### src/design/dbg_cmd_pkg.sv
package dbg_cmd_pkg;

    localparam int unsigned word_len   = 32;
    localparam int unsigned dump_words = 8;  // words per D or I reply

    localparam logic [7:0] asc_cr = 8'h0d;
    localparam logic [7:0] asc_lf = 8'h0a;
    localparam logic [7:0] asc_sp = 8'h20;

    // upper case command letters
    localparam logic [7:0] cmd_d = 8'h44;
    localparam logic [7:0] cmd_i = 8'h49;
    localparam logic [7:0] cmd_p = 8'h50;
    localparam logic [7:0] cmd_t = 8'h54;

    typedef enum logic [1:0] {
        mode_idle = 2'd0,
        mode_dump = 2'd1,  // D and I
        mode_view = 2'd2   // P and T
    } panel_mode_t;

endpackage

### src/design/dbg_link_pkg.sv
package dbg_link_pkg;

    typedef logic [dbg_cmd_pkg::word_len-1:0] word_t;

    typedef struct packed {
        logic req;
        logic hex;  // 0 one char, 1 hex word
    } scan_req_t;

    typedef struct packed {
        logic  ack;
        logic  err;  // word ended on something other than CR
        word_t data;
    } scan_rsp_t;

    typedef struct packed {
        logic  req;
        logic  hex;
        word_t data;
    } print_req_t;

endpackage

### src/design/dbg_cpu_view.sv
module dbg_cpu_view (
    input  logic                     clk,
    input  logic                     rstn,
    input  logic                     start,
    input  logic                     step,
    output logic                     done,
    output dbg_link_pkg::print_req_t print_req,
    input  logic                     print_ack,
    output logic                     clk_cpu,
    input  dbg_link_pkg::word_t      pc,
    input  dbg_link_pkg::word_t      npc,
    input  dbg_link_pkg::word_t      ir
);
    import dbg_cmd_pkg::*;
    import dbg_link_pkg::*;

    typedef enum logic [2:0] {st_idle, st_pulse, st_settle, st_load, st_wait} state_t;

    state_t     state;
    logic       step_q;
    logic [2:0] idx;  // pc, npc, ir, CR, LF
    word_t      item;

    always_comb begin
        case (idx)
            3'd0:    item = pc;
            3'd1:    item = npc;
            3'd2:    item = ir;
            3'd3:    item = word_t'(asc_cr);
            default: item = word_t'(asc_lf);
        endcase
    end

    always_ff @(posedge clk or negedge rstn) begin
        if (!rstn) begin
            state     <= st_idle;
            step_q    <= 1'b0;
            idx       <= '0;
            done      <= 1'b0;
            clk_cpu   <= 1'b0;
            print_req <= '0;
        end else begin
            done <= 1'b0;
            case (state)
                st_idle: begin
                    if (start) begin
                        step_q <= step;
                        idx    <= '0;
                        if (step) begin
                            clk_cpu <= 1'b1;
                            state   <= st_pulse;
                        end else begin
                            state <= st_load;
                        end
                    end
                end
                st_pulse: begin
                    clk_cpu <= 1'b0;
                    state   <= st_settle;
                end
                st_settle: state <= st_load;  // let the new pc settle
                st_load: begin
                    print_req <= '{req: 1'b1, hex: (idx < 3'd3), data: item};
                    state     <= st_wait;
                end
                default: begin
                    if (print_ack) begin
                        print_req.req <= 1'b0;
                        if (idx == 3'd4) begin
                            done  <= 1'b1;
                            state <= st_idle;
                        end else begin
                            idx   <= (step_q && idx == 3'd0) ? 3'd3 : idx + 3'd1;  // T skips npc, ir
                            state <= st_load;
                        end
                    end
                end
            endcase
        end
    end

endmodule

### src/design/dbg_dispatch.sv
module dbg_dispatch (
    input  logic                     clk,
    input  logic                     rstn,
    output dbg_link_pkg::scan_req_t  scan_req,
    input  dbg_link_pkg::scan_rsp_t  scan_rsp,
    output dbg_link_pkg::print_req_t print_req,
    input  logic                     print_ack,
    input  dbg_link_pkg::scan_req_t  dump_scan_req,
    input  dbg_link_pkg::print_req_t dump_print_req,
    input  dbg_link_pkg::print_req_t view_print_req,
    output logic                     dump_start,
    output logic                     view_start,
    output logic                     mem_sel,
    output logic                     view_step,
    input  logic                     dump_done,
    input  logic                     view_done
);
    import dbg_cmd_pkg::*;

    typedef enum logic [1:0] {st_init, st_req_1st, st_wait} state_t;

    state_t      state;
    panel_mode_t mode;
    logic        first_req;
    logic        start_q;
    logic        child_done;

    assign dump_start = start_q && (mode == mode_dump);
    assign view_start = start_q && (mode == mode_view);
    assign child_done = dump_done || view_done;

    always_comb begin
        scan_req  = '0;
        print_req = '0;
        case (mode)
            mode_dump: begin
                scan_req  = dump_scan_req;
                print_req = dump_print_req;
            end
            mode_view: print_req = view_print_req;
            default:   scan_req = '{req: first_req, hex: 1'b0};
        endcase
    end

    always_ff @(posedge clk or negedge rstn) begin
        if (!rstn) begin
            state     <= st_init;
            mode      <= mode_idle;
            first_req <= 1'b0;
            start_q   <= 1'b0;
            mem_sel   <= 1'b0;
            view_step <= 1'b0;
        end else begin
            start_q <= 1'b0;
            case (state)
                st_init: begin
                    first_req <= 1'b1;
                    state     <= st_req_1st;
                end
                st_req_1st: begin
                    if (scan_rsp.ack) begin
                        first_req <= 1'b0;
                        start_q   <= 1'b1;
                        state     <= st_wait;
                        case (scan_rsp.data[7:0])
                            cmd_d: begin
                                mode    <= mode_dump;
                                mem_sel <= 1'b0;
                            end
                            cmd_i: begin
                                mode    <= mode_dump;
                                mem_sel <= 1'b1;
                            end
                            cmd_p: begin
                                mode      <= mode_view;
                                view_step <= 1'b0;
                            end
                            cmd_t: begin
                                mode      <= mode_view;
                                view_step <= 1'b1;
                            end
                            default: begin
                                start_q <= 1'b0;  // read again on an unknown letter
                                state   <= st_init;
                            end
                        endcase
                    end
                end
                default: begin
                    if (child_done) begin
                        mode  <= mode_idle;
                        state <= st_init;
                    end
                end
            endcase
        end
    end

endmodule

### src/design/dbg_mem_dump.sv
module dbg_mem_dump (
    input  logic                     clk,
    input  logic                     rstn,
    input  logic                     start,
    input  logic                     mem_sel,
    output logic                     done,
    output dbg_link_pkg::scan_req_t  scan_req,
    input  dbg_link_pkg::scan_rsp_t  scan_rsp,
    output dbg_link_pkg::print_req_t print_req,
    input  logic                     print_ack,
    output dbg_link_pkg::word_t      addr,
    input  dbg_link_pkg::word_t      dout_dm,
    input  dbg_link_pkg::word_t      dout_im
);
    import dbg_cmd_pkg::*;
    import dbg_link_pkg::*;

    typedef enum logic [1:0] {st_idle, st_arg, st_load, st_wait} state_t;

    state_t state;
    logic   sel_q;  // 1 picks instruction memory
    logic [$clog2(dump_words+2)-1:0] cnt;  // words, then CR, then LF
    word_t  item;
    logic   item_hex;

    always_comb begin
        item_hex = 1'b0;
        item     = word_t'(asc_lf);
        if (cnt < dump_words) begin
            item_hex = 1'b1;
            item     = sel_q ? dout_im : dout_dm;
        end else if (cnt == dump_words) begin
            item = word_t'(asc_cr);
        end
    end

    always_ff @(posedge clk or negedge rstn) begin
        if (!rstn) begin
            state     <= st_idle;
            sel_q     <= 1'b0;
            cnt       <= '0;
            addr      <= '0;
            done      <= 1'b0;
            scan_req  <= '0;
            print_req <= '0;
        end else begin
            done <= 1'b0;
            case (state)
                st_idle: begin
                    if (start) begin
                        sel_q    <= mem_sel;
                        scan_req <= '{req: 1'b1, hex: 1'b1};
                        state    <= st_arg;
                    end
                end
                st_arg: begin
                    if (scan_rsp.ack) begin
                        scan_req <= '0;
                        if (scan_rsp.err) begin
                            done  <= 1'b1;  // silent exit on a bad argument
                            state <= st_idle;
                        end else begin
                            addr  <= scan_rsp.data;
                            cnt   <= '0;
                            state <= st_load;
                        end
                    end
                end
                st_load: begin
                    print_req <= '{req: 1'b1, hex: item_hex, data: item};
                    state     <= st_wait;
                end
                default: begin
                    if (print_ack) begin
                        print_req.req <= 1'b0;
                        cnt           <= cnt + 1'b1;
                        if (cnt < dump_words)
                            addr <= addr + 1'b1;
                        if (cnt == dump_words + 1) begin
                            done  <= 1'b1;
                            state <= st_idle;
                        end else begin
                            state <= st_load;
                        end
                    end
                end
            endcase
        end
    end

endmodule

### src/design/dbg_panel.sv
module dbg_panel (
    input  logic                clk,
    input  logic                rstn,
    input  logic [7:0]          d_rx,
    input  logic                vld_rx,
    output logic                rdy_rx,
    output logic [7:0]          d_tx,
    output logic                vld_tx,
    input  logic                rdy_tx,
    output logic                clk_cpu,
    input  dbg_link_pkg::word_t pc,
    input  dbg_link_pkg::word_t npc,
    input  dbg_link_pkg::word_t ir,
    output dbg_link_pkg::word_t addr,
    input  dbg_link_pkg::word_t dout_dm,
    input  dbg_link_pkg::word_t dout_im
);
    import dbg_link_pkg::*;

    scan_req_t  scan_req;
    scan_rsp_t  scan_rsp;
    print_req_t print_req;
    logic       print_ack;
    scan_req_t  dump_scan_req;
    print_req_t dump_print_req;
    print_req_t view_print_req;
    logic       dump_start;
    logic       view_start;
    logic       dump_done;
    logic       view_done;
    logic       mem_sel;
    logic       view_step;

    dbg_scan u_scan (
        .clk    (clk),
        .rstn   (rstn),
        .d_rx   (d_rx),
        .vld_rx (vld_rx),
        .rdy_rx (rdy_rx),
        .req    (scan_req),
        .rsp    (scan_rsp)
    );

    dbg_print u_print (
        .clk    (clk),
        .rstn   (rstn),
        .d_tx   (d_tx),
        .vld_tx (vld_tx),
        .rdy_tx (rdy_tx),
        .req    (print_req),
        .ack    (print_ack)
    );

    dbg_dispatch u_dispatch (
        .clk            (clk),
        .rstn           (rstn),
        .scan_req       (scan_req),
        .scan_rsp       (scan_rsp),
        .print_req      (print_req),
        .print_ack      (print_ack),
        .dump_scan_req  (dump_scan_req),
        .dump_print_req (dump_print_req),
        .view_print_req (view_print_req),
        .dump_start     (dump_start),
        .view_start     (view_start),
        .mem_sel        (mem_sel),
        .view_step      (view_step),
        .dump_done      (dump_done),
        .view_done      (view_done)
    );

    dbg_mem_dump u_mem_dump (
        .clk       (clk),
        .rstn      (rstn),
        .start     (dump_start),
        .mem_sel   (mem_sel),
        .done      (dump_done),
        .scan_req  (dump_scan_req),
        .scan_rsp  (scan_rsp),
        .print_req (dump_print_req),
        .print_ack (print_ack),
        .addr      (addr),
        .dout_dm   (dout_dm),
        .dout_im   (dout_im)
    );

    dbg_cpu_view u_cpu_view (
        .clk       (clk),
        .rstn      (rstn),
        .start     (view_start),
        .step      (view_step),
        .done      (view_done),
        .print_req (view_print_req),
        .print_ack (print_ack),
        .clk_cpu   (clk_cpu),
        .pc        (pc),
        .npc       (npc),
        .ir        (ir)
    );

endmodule

### src/design/dbg_print.sv
module dbg_print (
    input  logic                     clk,
    input  logic                     rstn,
    output logic [7:0]               d_tx,
    output logic                     vld_tx,
    input  logic                     rdy_tx,
    input  dbg_link_pkg::print_req_t req,
    output logic                     ack
);
    import dbg_cmd_pkg::*;
    import dbg_link_pkg::*;

    typedef enum logic [1:0] {st_idle, st_send, st_ack} state_t;

    state_t     state;
    word_t      data_q;
    logic       hex_q;
    logic [3:0] cnt;  // byte index where 8 is the trailing space
    logic [3:0] nib;
    logic [7:0] hex_char;
    logic       last;

    assign nib      = data_q[word_len-1 -: 4];
    assign hex_char = (nib < 4'd10) ? {4'h3, nib} : 8'h37 + {4'h0, nib};
    assign d_tx     = !hex_q ? data_q[7:0] : (cnt == 4'd8) ? asc_sp : hex_char;
    assign vld_tx   = (state == st_send);
    assign ack      = (state == st_ack);
    assign last     = !hex_q || (cnt == 4'd8);

    // top nibble is always the next digit out
    always_ff @(posedge clk) begin
        if (state == st_idle && req.req) begin
            data_q <= req.data;
            hex_q  <= req.hex;
        end else if (vld_tx && rdy_tx && hex_q) begin
            data_q <= data_q << 4;
        end
    end

    always_ff @(posedge clk or negedge rstn) begin
        if (!rstn) begin
            state <= st_idle;
            cnt   <= '0;
        end else begin
            case (state)
                st_idle: begin
                    if (req.req) begin
                        cnt   <= '0;
                        state <= st_send;
                    end
                end
                st_send: begin
                    if (rdy_tx) begin
                        if (last)
                            state <= st_ack;
                        else
                            cnt <= cnt + 4'd1;
                    end
                end
                default: state <= st_idle;
            endcase
        end
    end

endmodule

### src/design/dbg_scan.sv
module dbg_scan (
    input  logic                    clk,
    input  logic                    rstn,
    input  logic [7:0]              d_rx,
    input  logic                    vld_rx,
    output logic                    rdy_rx,
    input  dbg_link_pkg::scan_req_t req,
    output dbg_link_pkg::scan_rsp_t rsp
);
    import dbg_cmd_pkg::*;
    import dbg_link_pkg::*;

    typedef enum logic {st_idle, st_ack} state_t;

    state_t     state;
    word_t      acc;
    logic       err_q;
    logic       is_hex;
    logic [3:0] nib;
    logic       take;

    assign rdy_rx = req.req && (state == st_idle);
    assign take   = rdy_rx && vld_rx;
    assign rsp    = '{ack: (state == st_ack), err: err_q, data: acc};

    always_comb begin
        is_hex = 1'b1;
        nib    = 4'h0;
        if (d_rx >= 8'h30 && d_rx <= 8'h39) begin       // 0..9
            nib = d_rx[3:0];
        end else if (d_rx >= 8'h41 && d_rx <= 8'h46) begin  // A..F
            nib = d_rx[3:0] + 4'd9;
        end else begin
            is_hex = 1'b0;
        end
    end

    always_ff @(posedge clk or negedge rstn) begin
        if (!rstn) begin
            state <= st_idle;
            acc   <= '0;
            err_q <= 1'b0;
        end else begin
            case (state)
                st_idle: begin
                    if (take) begin
                        if (!req.hex) begin
                            acc   <= word_t'(d_rx);
                            err_q <= 1'b0;
                            state <= st_ack;
                        end else if (is_hex) begin
                            acc <= {acc[word_len-5:0], nib};
                        end else begin
                            err_q <= (d_rx != asc_cr);
                            state <= st_ack;
                        end
                    end
                end
                default: begin
                    acc   <= '0;  // next word starts empty
                    state <= st_idle;
                end
            endcase
        end
    end

endmodule

### config.mk
export PLATFORM = sky130hd
export DESIGN_NAME = dbg_panel
export DESIGN_NICKNAME = d
export VERILOG_FILES = /design/src/design/dbg_cmd_pkg.sv /design/src/design/dbg_link_pkg.sv /design/src/design/dbg_cpu_view.sv /design/src/design/dbg_dispatch.sv /design/src/design/dbg_mem_dump.sv /design/src/design/dbg_panel.sv /design/src/design/dbg_print.sv /design/src/design/dbg_scan.sv
export SDC_FILE = /design/constraint.sdc
export NUM_CORES = 1
export LEC_CHECK = 0
export BUFFER_PORTS_ARGS = -buffer_cell sky130_fd_sc_hd__buf_2
export CAP_MARGIN = 20
export CORE_ASPECT_RATIO = 0.9
export CORE_MARGIN = 5
export CORE_UTILIZATION = 60
export DETAILED_ROUTE_END_ITERATION = 10
export PLACE_DENSITY = 0.83
export SYNTH_ARGS = -nofsm -noshare
export SYNTH_HDL_FRONTEND = slang
export SYNTH_SLANG_ARGS = --single-unit
### constraint.sdc
create_clock -name clk -period 4.51 [get_ports clk]
set_clock_uncertainty 0.2 [all_clocks]
set_input_delay 0.451 -clock clk [delete_from_list [all_inputs] [get_ports clk]]
set_output_delay 0.451 -clock clk [all_outputs]
set_load 0.05 [all_outputs]
==> run metrics, run 1 <==
status completed; reg2reg end u_scan.acc[28]; Hold EP u_mem_dump.print_req[28]; worst slew pin tran approximately 1.3 ns; final wirelength approximately 29 mm; Post-CTS Setup Bufs 0; post-cts sizing count 0; slew margin rel. a little over a tenth; Crit. End Element output port; Hold Crit Depth 3; Port Buffers 214; DPL Wire Length about 20 mm; Final setup violation count 0; Synth area leaders dfrtp_1, edfxtp_1, nand2_1, o21ai_0, nor2_1; Worst Path Arrival between 2 and 3 ns; CTS clk-pin slew, worst paths about 0.07 ns; Synth Register Bits 199; dominant synthesized flop cell dfrtp_1; min-delay worst type input pin to flip-flop; worst-path cell chain inv_1 > ha_1 > buf_4 > and3b_1 > a21oi_1 > nor2_1 > buf_2; Worst EP required 3.86 ns; layout cells sized above 1 24.1%; cts hold-fix bufs 1; Initial Util roughly three fifths; VDD IR max approximately 0.38 mV; Crit. Startpoint u_dispatch.mode[1]; vias per inst around 6.4; CP Max Fanout 37; largest net degree at the start of global routing 95; clock root cell clkbuf_16; crit-path leading delay family simple AND/OR/NAND/NOR gates; Reg2Reg Depth 7; hold path start dout_dm[28]; CTS buffer count 17; initial antenna violation count 0; detailed-route via count roughly 9300; Yosys top cell by area dfrtp_1; die width 148 um; synthesized cell area a little over 10000 um2; max-cap violations 0; TritonCTS Sinks between 150 and 200; Iter 0 DRT Violations between 900 and 1000; r2r startpoint u_dispatch.mode[1]; pre-CTS setup slack ~1.4 ns; dpl cell area 11400 um2; Max Clk Rate 306 MHz; Slew Limit Fails 0; Finished Cell Area between 10000 and 15000 um2; critical path launch point type flip-flop; RSZ-0062 raised after global routing false; Final Hold Vio Count 0; worst-case clock buffer depth 2; Max stage delay on crit path ~0.64 ns; most common cell in the netlist dfrtp_1; r2r setup slk around 1.3 ns; Buf/Inv on CP 3; die area around 20000 um2; Tcrit/Tclk final between 70% and 80%; syn avg cell area 9.71 um2; WS Path Type flip-flop to output port; router iterations before antenna repair 7; library cells used by synthesis 79; Post-route DRC 0; ant diodes 0; Post-synth top cells dfrtp_1, nand2_1, nor2_1, o21ai_0, a21oi_1; Final WS setup between 1 and 1.5 ns; GP Congestion between 0.8 and 0.9; Post-Synthesis Cells ~1100; Max stage delay cell, worst path and3b_1; area delta synth->final 16.8%; PD cells between 500 and 600 nW/um2; Async SR Flop Fraction between 80% and 90%; sequential share of the synthesized area 50.2%; number of synthesized flops with an enable pin 33; Synth warnings 0; first-pass GRT wire length 45.9 mm; drt wl/cell 19.7 um; Core Util, Final between 70% and 80%; Core Footprint between 15000 and 20000 um2; Global Route Usage Sum approximately 29%; Die Y about 130 um; CTS tree done; Fill cells around 1200; Period minus WS final roughly 3.3 ns; # IOs 215; vias in the first global route 8978; Leakage Power 5.43 nW; H-tree depth 4; TNS Setup 0 ns; worst skew pair latency roughly 0.43 ns; Syn Nets between 1000 and 1500; top-area cell type share of the netlist area around 41%; Post-DRT Antenna Nets 0; num rows 45; layout net count roughly 1400; GRT overflow 0
-- cell families (layout without fill, tap and decap cells) --
family / count (synthesis) / in the layout / synth area share, %
AO/OA/AOI/OAI: 336 / 336 / 22.6
XOR/XNOR: 7 / 7 / 0.599
adder cells (fa/ha/maj): 18 / 18 / 2.20
buffers and inverters: 105 / 292 / 4.30
flip-flops: 199 / 199 / 50.2
multiplexers: 36 / 36 / 3.58
AND/OR/NAND/NOR: 354 / 354 / 16.5
-- placed cells by master (no fill, tap or decap), types with 11 or more instances in the layout --
cell type / instances
buf_4: 15
clkbuf_16: 17
nand2_1: 139
o22ai_1: 15
nand3_1: 30
o21ai_0: 97
edfxtp_1: 33
nor2_1: 100
ha_1: 18
a221oi_1: 28
a22oi_1: 11
dfrtp_1: 165
buf_2: 213
nand4_1: 15
a222oi_1: 28
a22o_1: 17
inv_1: 28
a21oi_1: 65
mux2i_1: 31
-- state kept, by name, indices dropped and copies added, names as in the netlist, 3 cells and up --
name                  count
u_cpu_view.idx            3
u_mem_dump.print_req     34
u_print.data_q           32
u_cpu_view.state          3
u_mem_dump.cnt            4
u_mem_dump.addr          32
u_cpu_view.print_req     34
u_print.cnt               4
u_scan.acc               32
-- tightest hold or removal path, cell delays in order --
cell and delay [ns]:
buf_2 0.07, mux2i_1 0.05, o21ai_0 0.13
-- area by class of cell --
| type | count | area, um2 | area share (%) |
|---|---|---|---|
| flip-flops and latches | 199 | 5150 | 43.0 |
| clock inverters | 11 | 101 | 0.847 |
| well taps | 211 | 264 | 2.21 |
| inverters | 29 | 109 | 0.910 |
| repair buffers | 231 | 1230 | 10.3 |
| multi-input cells | 751 | 4660 | 38.9 |
| clock buffers | 21 | 460 | 3.85 |
-- per-stage QoR --
stage,hold WS (ns),power [mW],cells
2_1_floorplan,-0.0446,4.53,1055
3_3_place_gp,0.260,5.16,1419
3_5_place_dp,0.269,5.29,1420
4_1_cts,0.106,6.75,1453
5_1_grt,0.105,7.14,1453
6_report,0.0995,6.77,1453
-- metal layers --
layer  part of all wire [%]  GRT usage, %
met1                     42          40.6
met2                     48          45.5
met3                    9.2          6.45
met4                    1.6          6.73
met5                      0             0
-- worst max-delay path by stage --
stage          slack [ns]  cells past startpoint            endpoint
2_1_floorplan        1.44                      7   u_print.data_q[0]
3_3_place_gp         1.51                      8  u_print.data_q[20]
3_5_place_dp         1.42                      8  u_print.data_q[22]
4_1_cts              1.25                      7              rdy_rx
5_1_grt              1.06                      7              rdy_rx
6_report             1.24                      7              rdy_rx
-- power by group --
group / switching [mW] / total (mW) / internal [mW]
clock network: 0.666 / 1.46 / 0.791
logic: 1.61 / 2.40 / 0.785
registers: 0.532 / 2.92 / 2.38
Power figures use the tool's default switching activity.
==> run 2, diff against run 1 <==
--- a/config.mk
+++ b/config.mk
@@ -5,13 +5,14 @@
 export SDC_FILE = /design/constraint.sdc
 export NUM_CORES = 1
 export LEC_CHECK = 0
+export ABC_AREA = 1
 export BUFFER_PORTS_ARGS = -buffer_cell sky130_fd_sc_hd__buf_2
 export CAP_MARGIN = 20
 export CORE_ASPECT_RATIO = 0.9
 export CORE_MARGIN = 5
-export CORE_UTILIZATION = 60
+export CORE_UTILIZATION = 51
 export DETAILED_ROUTE_END_ITERATION = 10
-export PLACE_DENSITY = 0.83
+export PLACE_DENSITY = 0.75
 export SYNTH_ARGS = -nofsm -noshare
 export SYNTH_HDL_FRONTEND = slang
 export SYNTH_SLANG_ARGS = --single-unit
==> constraint.sdc (replaced) <==
create_clock -name clk -period 3 [get_ports clk]
set_clock_uncertainty 0.2 [all_clocks]
set_input_delay 0.3 -clock clk [delete_from_list [all_inputs] [get_ports clk]]
set_output_delay 0.3 -clock clk [all_outputs]
set_load 0.05 [all_outputs]
==> run 2 against run 1 <==
Critical path depth increased by 1; first-iteration DRC count down 1.8%; wire length rose by 15%; synthesized area grew 7.8%; cell area increased by 16%; critical path type unchanged; largest cell class unchanged; largest power group is now combinational cells.
==> run metrics, run 2 <==
slew margin rel. 30.0% (+19 points); Slew Limit Fails 0 (unchanged); WS Path Type flip-flop to output port; vias in the first global route 10998 (+22%); syn avg cell area 7.34 um2 (-24%); GP Congestion 0.887 (-0.49%); Worst EP required 2.50 ns (-1.36 ns); cts hold-fix bufs 92 (+91); Post-Synthesis Cells 1505 (+43%); Yosys top cell by area dfrtp_1; Port Buffers 214 (unchanged); Synth warnings 0 (unchanged); die width 165 um (+12%); Leakage Power 7.01 nW (+29%); most common cell in the netlist nand2_1; worst skew pair latency 0.45 ns (+0.02 ns); clock root cell clkbuf_16; VDD IR max 0.374 mV (-1.9%); vias per inst 5.35 (-16%); PD cells 846 nW/um2 (+49%); Final WS setup 0.412 ns (-0.831 ns); pre-CTS setup slack 0.431 ns (-0.985 ns); Global Route Usage Sum 26.7% (-1.9 points); Synth Register Bits 199 (unchanged); Period minus WS final 2.59 ns; max-cap violations 0 (unchanged); Max Clk Rate 386 MHz; Final Hold Vio Count 0 (unchanged); DPL Wire Length 22.8 mm (+14%); Core Footprint 21500 um2 (+28%); Post-synth top cells nand2_1, nor2_1, dfrtp_1, inv_1, nand3_1; post-cts sizing count 0 (unchanged); Buf/Inv on CP 4 (+1); FF/Latch Area 5140 um2 (about the same); GRT overflow 0 (unchanged); initial antenna violation count 1 (+1); CTS clk-pin slew, worst paths 0.09 ns (+0.02 ns); most common cell after layout, fill and taps aside nand2_1; reg2reg end u_scan.acc[8]; Async SR Flop Fraction 83.4% (unchanged); Crit. End Element output port; Reg2Reg Depth 10 (+3); final wirelength 32.9 mm (+15%); Final setup violation count 0 (unchanged); min-delay worst type input pin to flip-flop; Hold EP u_cpu_view.print_req[8]; largest net degree at the start of global routing 62 (-35%); Post-CTS Setup Bufs 0 (unchanged); crit-path leading delay family buffers and inverters; detailed-route via count 11200 (+20%); Initial Util 51.4% (-9.5 points); critical path launch point type flip-flop; Tcrit/Tclk final between 80 and 90%; Post-DRT Antenna Nets 0 (unchanged); layout net count 1977 (+39%); H-tree depth 4 (unchanged); dominant synthesized flop cell dfrtp_1; worst-case clock buffer depth 2 (unchanged); most frequent CP cell inv_1; # IOs 215 (unchanged); Hold Crit Depth 5 (+2); synthesized cell area 11000 um2 (+7.8%); Max stage delay cell, worst path dfrtp_1; Post-route DRC 0 (unchanged); sequential share of the synthesized area 46.6% (-3.6 points); Fill cells 1807 (+48%); Die Y 150 um (+12%); CP Max Fanout 7 (-81%); Worst Path Arrival 2.09 ns (-0.53 ns); worst-path cell chain inv_1 > ha_1 > inv_1 > nand3_2 > o21ai_0 > nand2_1 > inv_2 > buf_2; biggest regs u_cpu_view.print_req (34), u_mem_dump.print_req (34); area delta synth->final 25.8%; Synth area leaders dfrtp_1, nand2_1, edfxtp_1, nor2_1, nand3_1; first-pass GRT wire length 53.1 mm (+16%); area occupied by multi-input gates 5000 um2 (+7.4%); RSZ-0062 raised after global routing false; CTS buffer count 17 (unchanged); top-area cell type share of the netlist area 37.6% (-2.9 points); router iterations before antenna repair 6 (-1); TritonCTS Sinks 199 (unchanged); r2r setup slk 0.42 ns (-0.92 ns); worst slew pin tran 1.05 ns (-0.287 ns); Iter 0 DRT Violations 975 (-1.8%); most frequent cells in the layout nand2_1, nor2_1, buf_2, dfrtp_1, inv_1; Syn Nets 1695 (+36%); number of synthesized flops with an enable pin 33 (unchanged); library cells used by synthesis 50 (-37%); Max stage delay on crit path 0.38 ns (-0.26 ns); status completed; TNS Setup 0 ns (unchanged); num rows 51 (+13%); drt wl/cell 15.7 um (-20%); die area 24700 um2 (+25%); r2r startpoint u_dispatch.mode[0]; hold path start npc[8]; layout cells sized above 1 16.2% (-7.9 points); CTS tree done
==> run 2: final cells by class <==
class | instances | share of cell area [%]
Sequential cell | 199 | 37.0
Multi-Input combinational cell | 1078 | 36.0
Timing Repair Buffer | 328 | 15.9
Inverter | 163 | 4.40
Clock buffer | 22 | 3.42
Tap cell | 291 | 2.62
Clock inverter | 10 | 0.612
Antenna cell | 1 | 0.0180
==> run 2: worst max-delay path by stage <==
stage	startpoint	to	slack [ns]	depth (start not counted)
CTS	u_dispatch.mode[0]	rdy_rx	0.40	8
global route	u_dispatch.mode[0]	u_scan.acc[28]	0.26	11
global placement	u_dispatch.mode[0]	u_scan.acc[4]	0.33	10
floorplan	u_print.state[1]	u_print.data_q[0]	0.29	3
detailed placement	u_print.state[1]	u_print.data_q[21]	0.43	4
finish	u_dispatch.mode[0]	rdy_rx	0.41	8
==> run 2: worst min-delay path: cells and delay by family <==
kind | cells | cell delay, ns
simple gates | 3 | 0.17
compound gates | 1 | 0.07
buf+inv | 1 | 0.08
==> run 2: metal layers <==
layer  part of all wire [%]  wire length, um  vias to the layer above  GRT usage (%)
li1                       -                -                     5439              -
met1                     45            14700                     5312           36.7
met2                     47            15500                      384           43.4
met3                    5.9             1940                       65           4.82
met4                    2.3              751                        0           7.65
met5                      0                0                        -              0
==> run 2: power by group <==
part / switching (mW) / internal (mW) / total (mW)
clock network: 1.08 / 1.15 / 2.23
logic: 3.46 / 1.79 / 5.25
registers: 0.619 / 3.65 / 4.27
total: 5.16 / 6.59 / 11.8
==> run 2: stage by stage <==
step	hold slack (ns)	instances	instance area, um2	utilization, %	total power [mW]
finish	0.00158	2092	13900	64.6	11.8
detailed placement	0.134	1966	12400	57.6	9.01
global route	0.00802	2092	13900	64.6	12.6
global placement	0.127	1965	12400	57.5	8.87
CTS	0.000974	2090	13900	64.5	11.7
floorplan	-0.196	1505	11100	-	7.64
==> run 2: logic make-up (layout without fill, tap and decap cells) <==
logic type | Yosys count | after routing | synth area share [%]
simple gates | 851 | 851 | 31.3
flops | 199 | 199 | 46.6
xor+xnor | 6 | 6 | 0.476
mux | 2 | 2 | 0.181
other cells | 0 | 1 | 0
fa+ha+maj | 18 | 18 | 2.04
buf+inv | 228 | 523 | 8.38
compound gates | 201 | 201 | 11.1
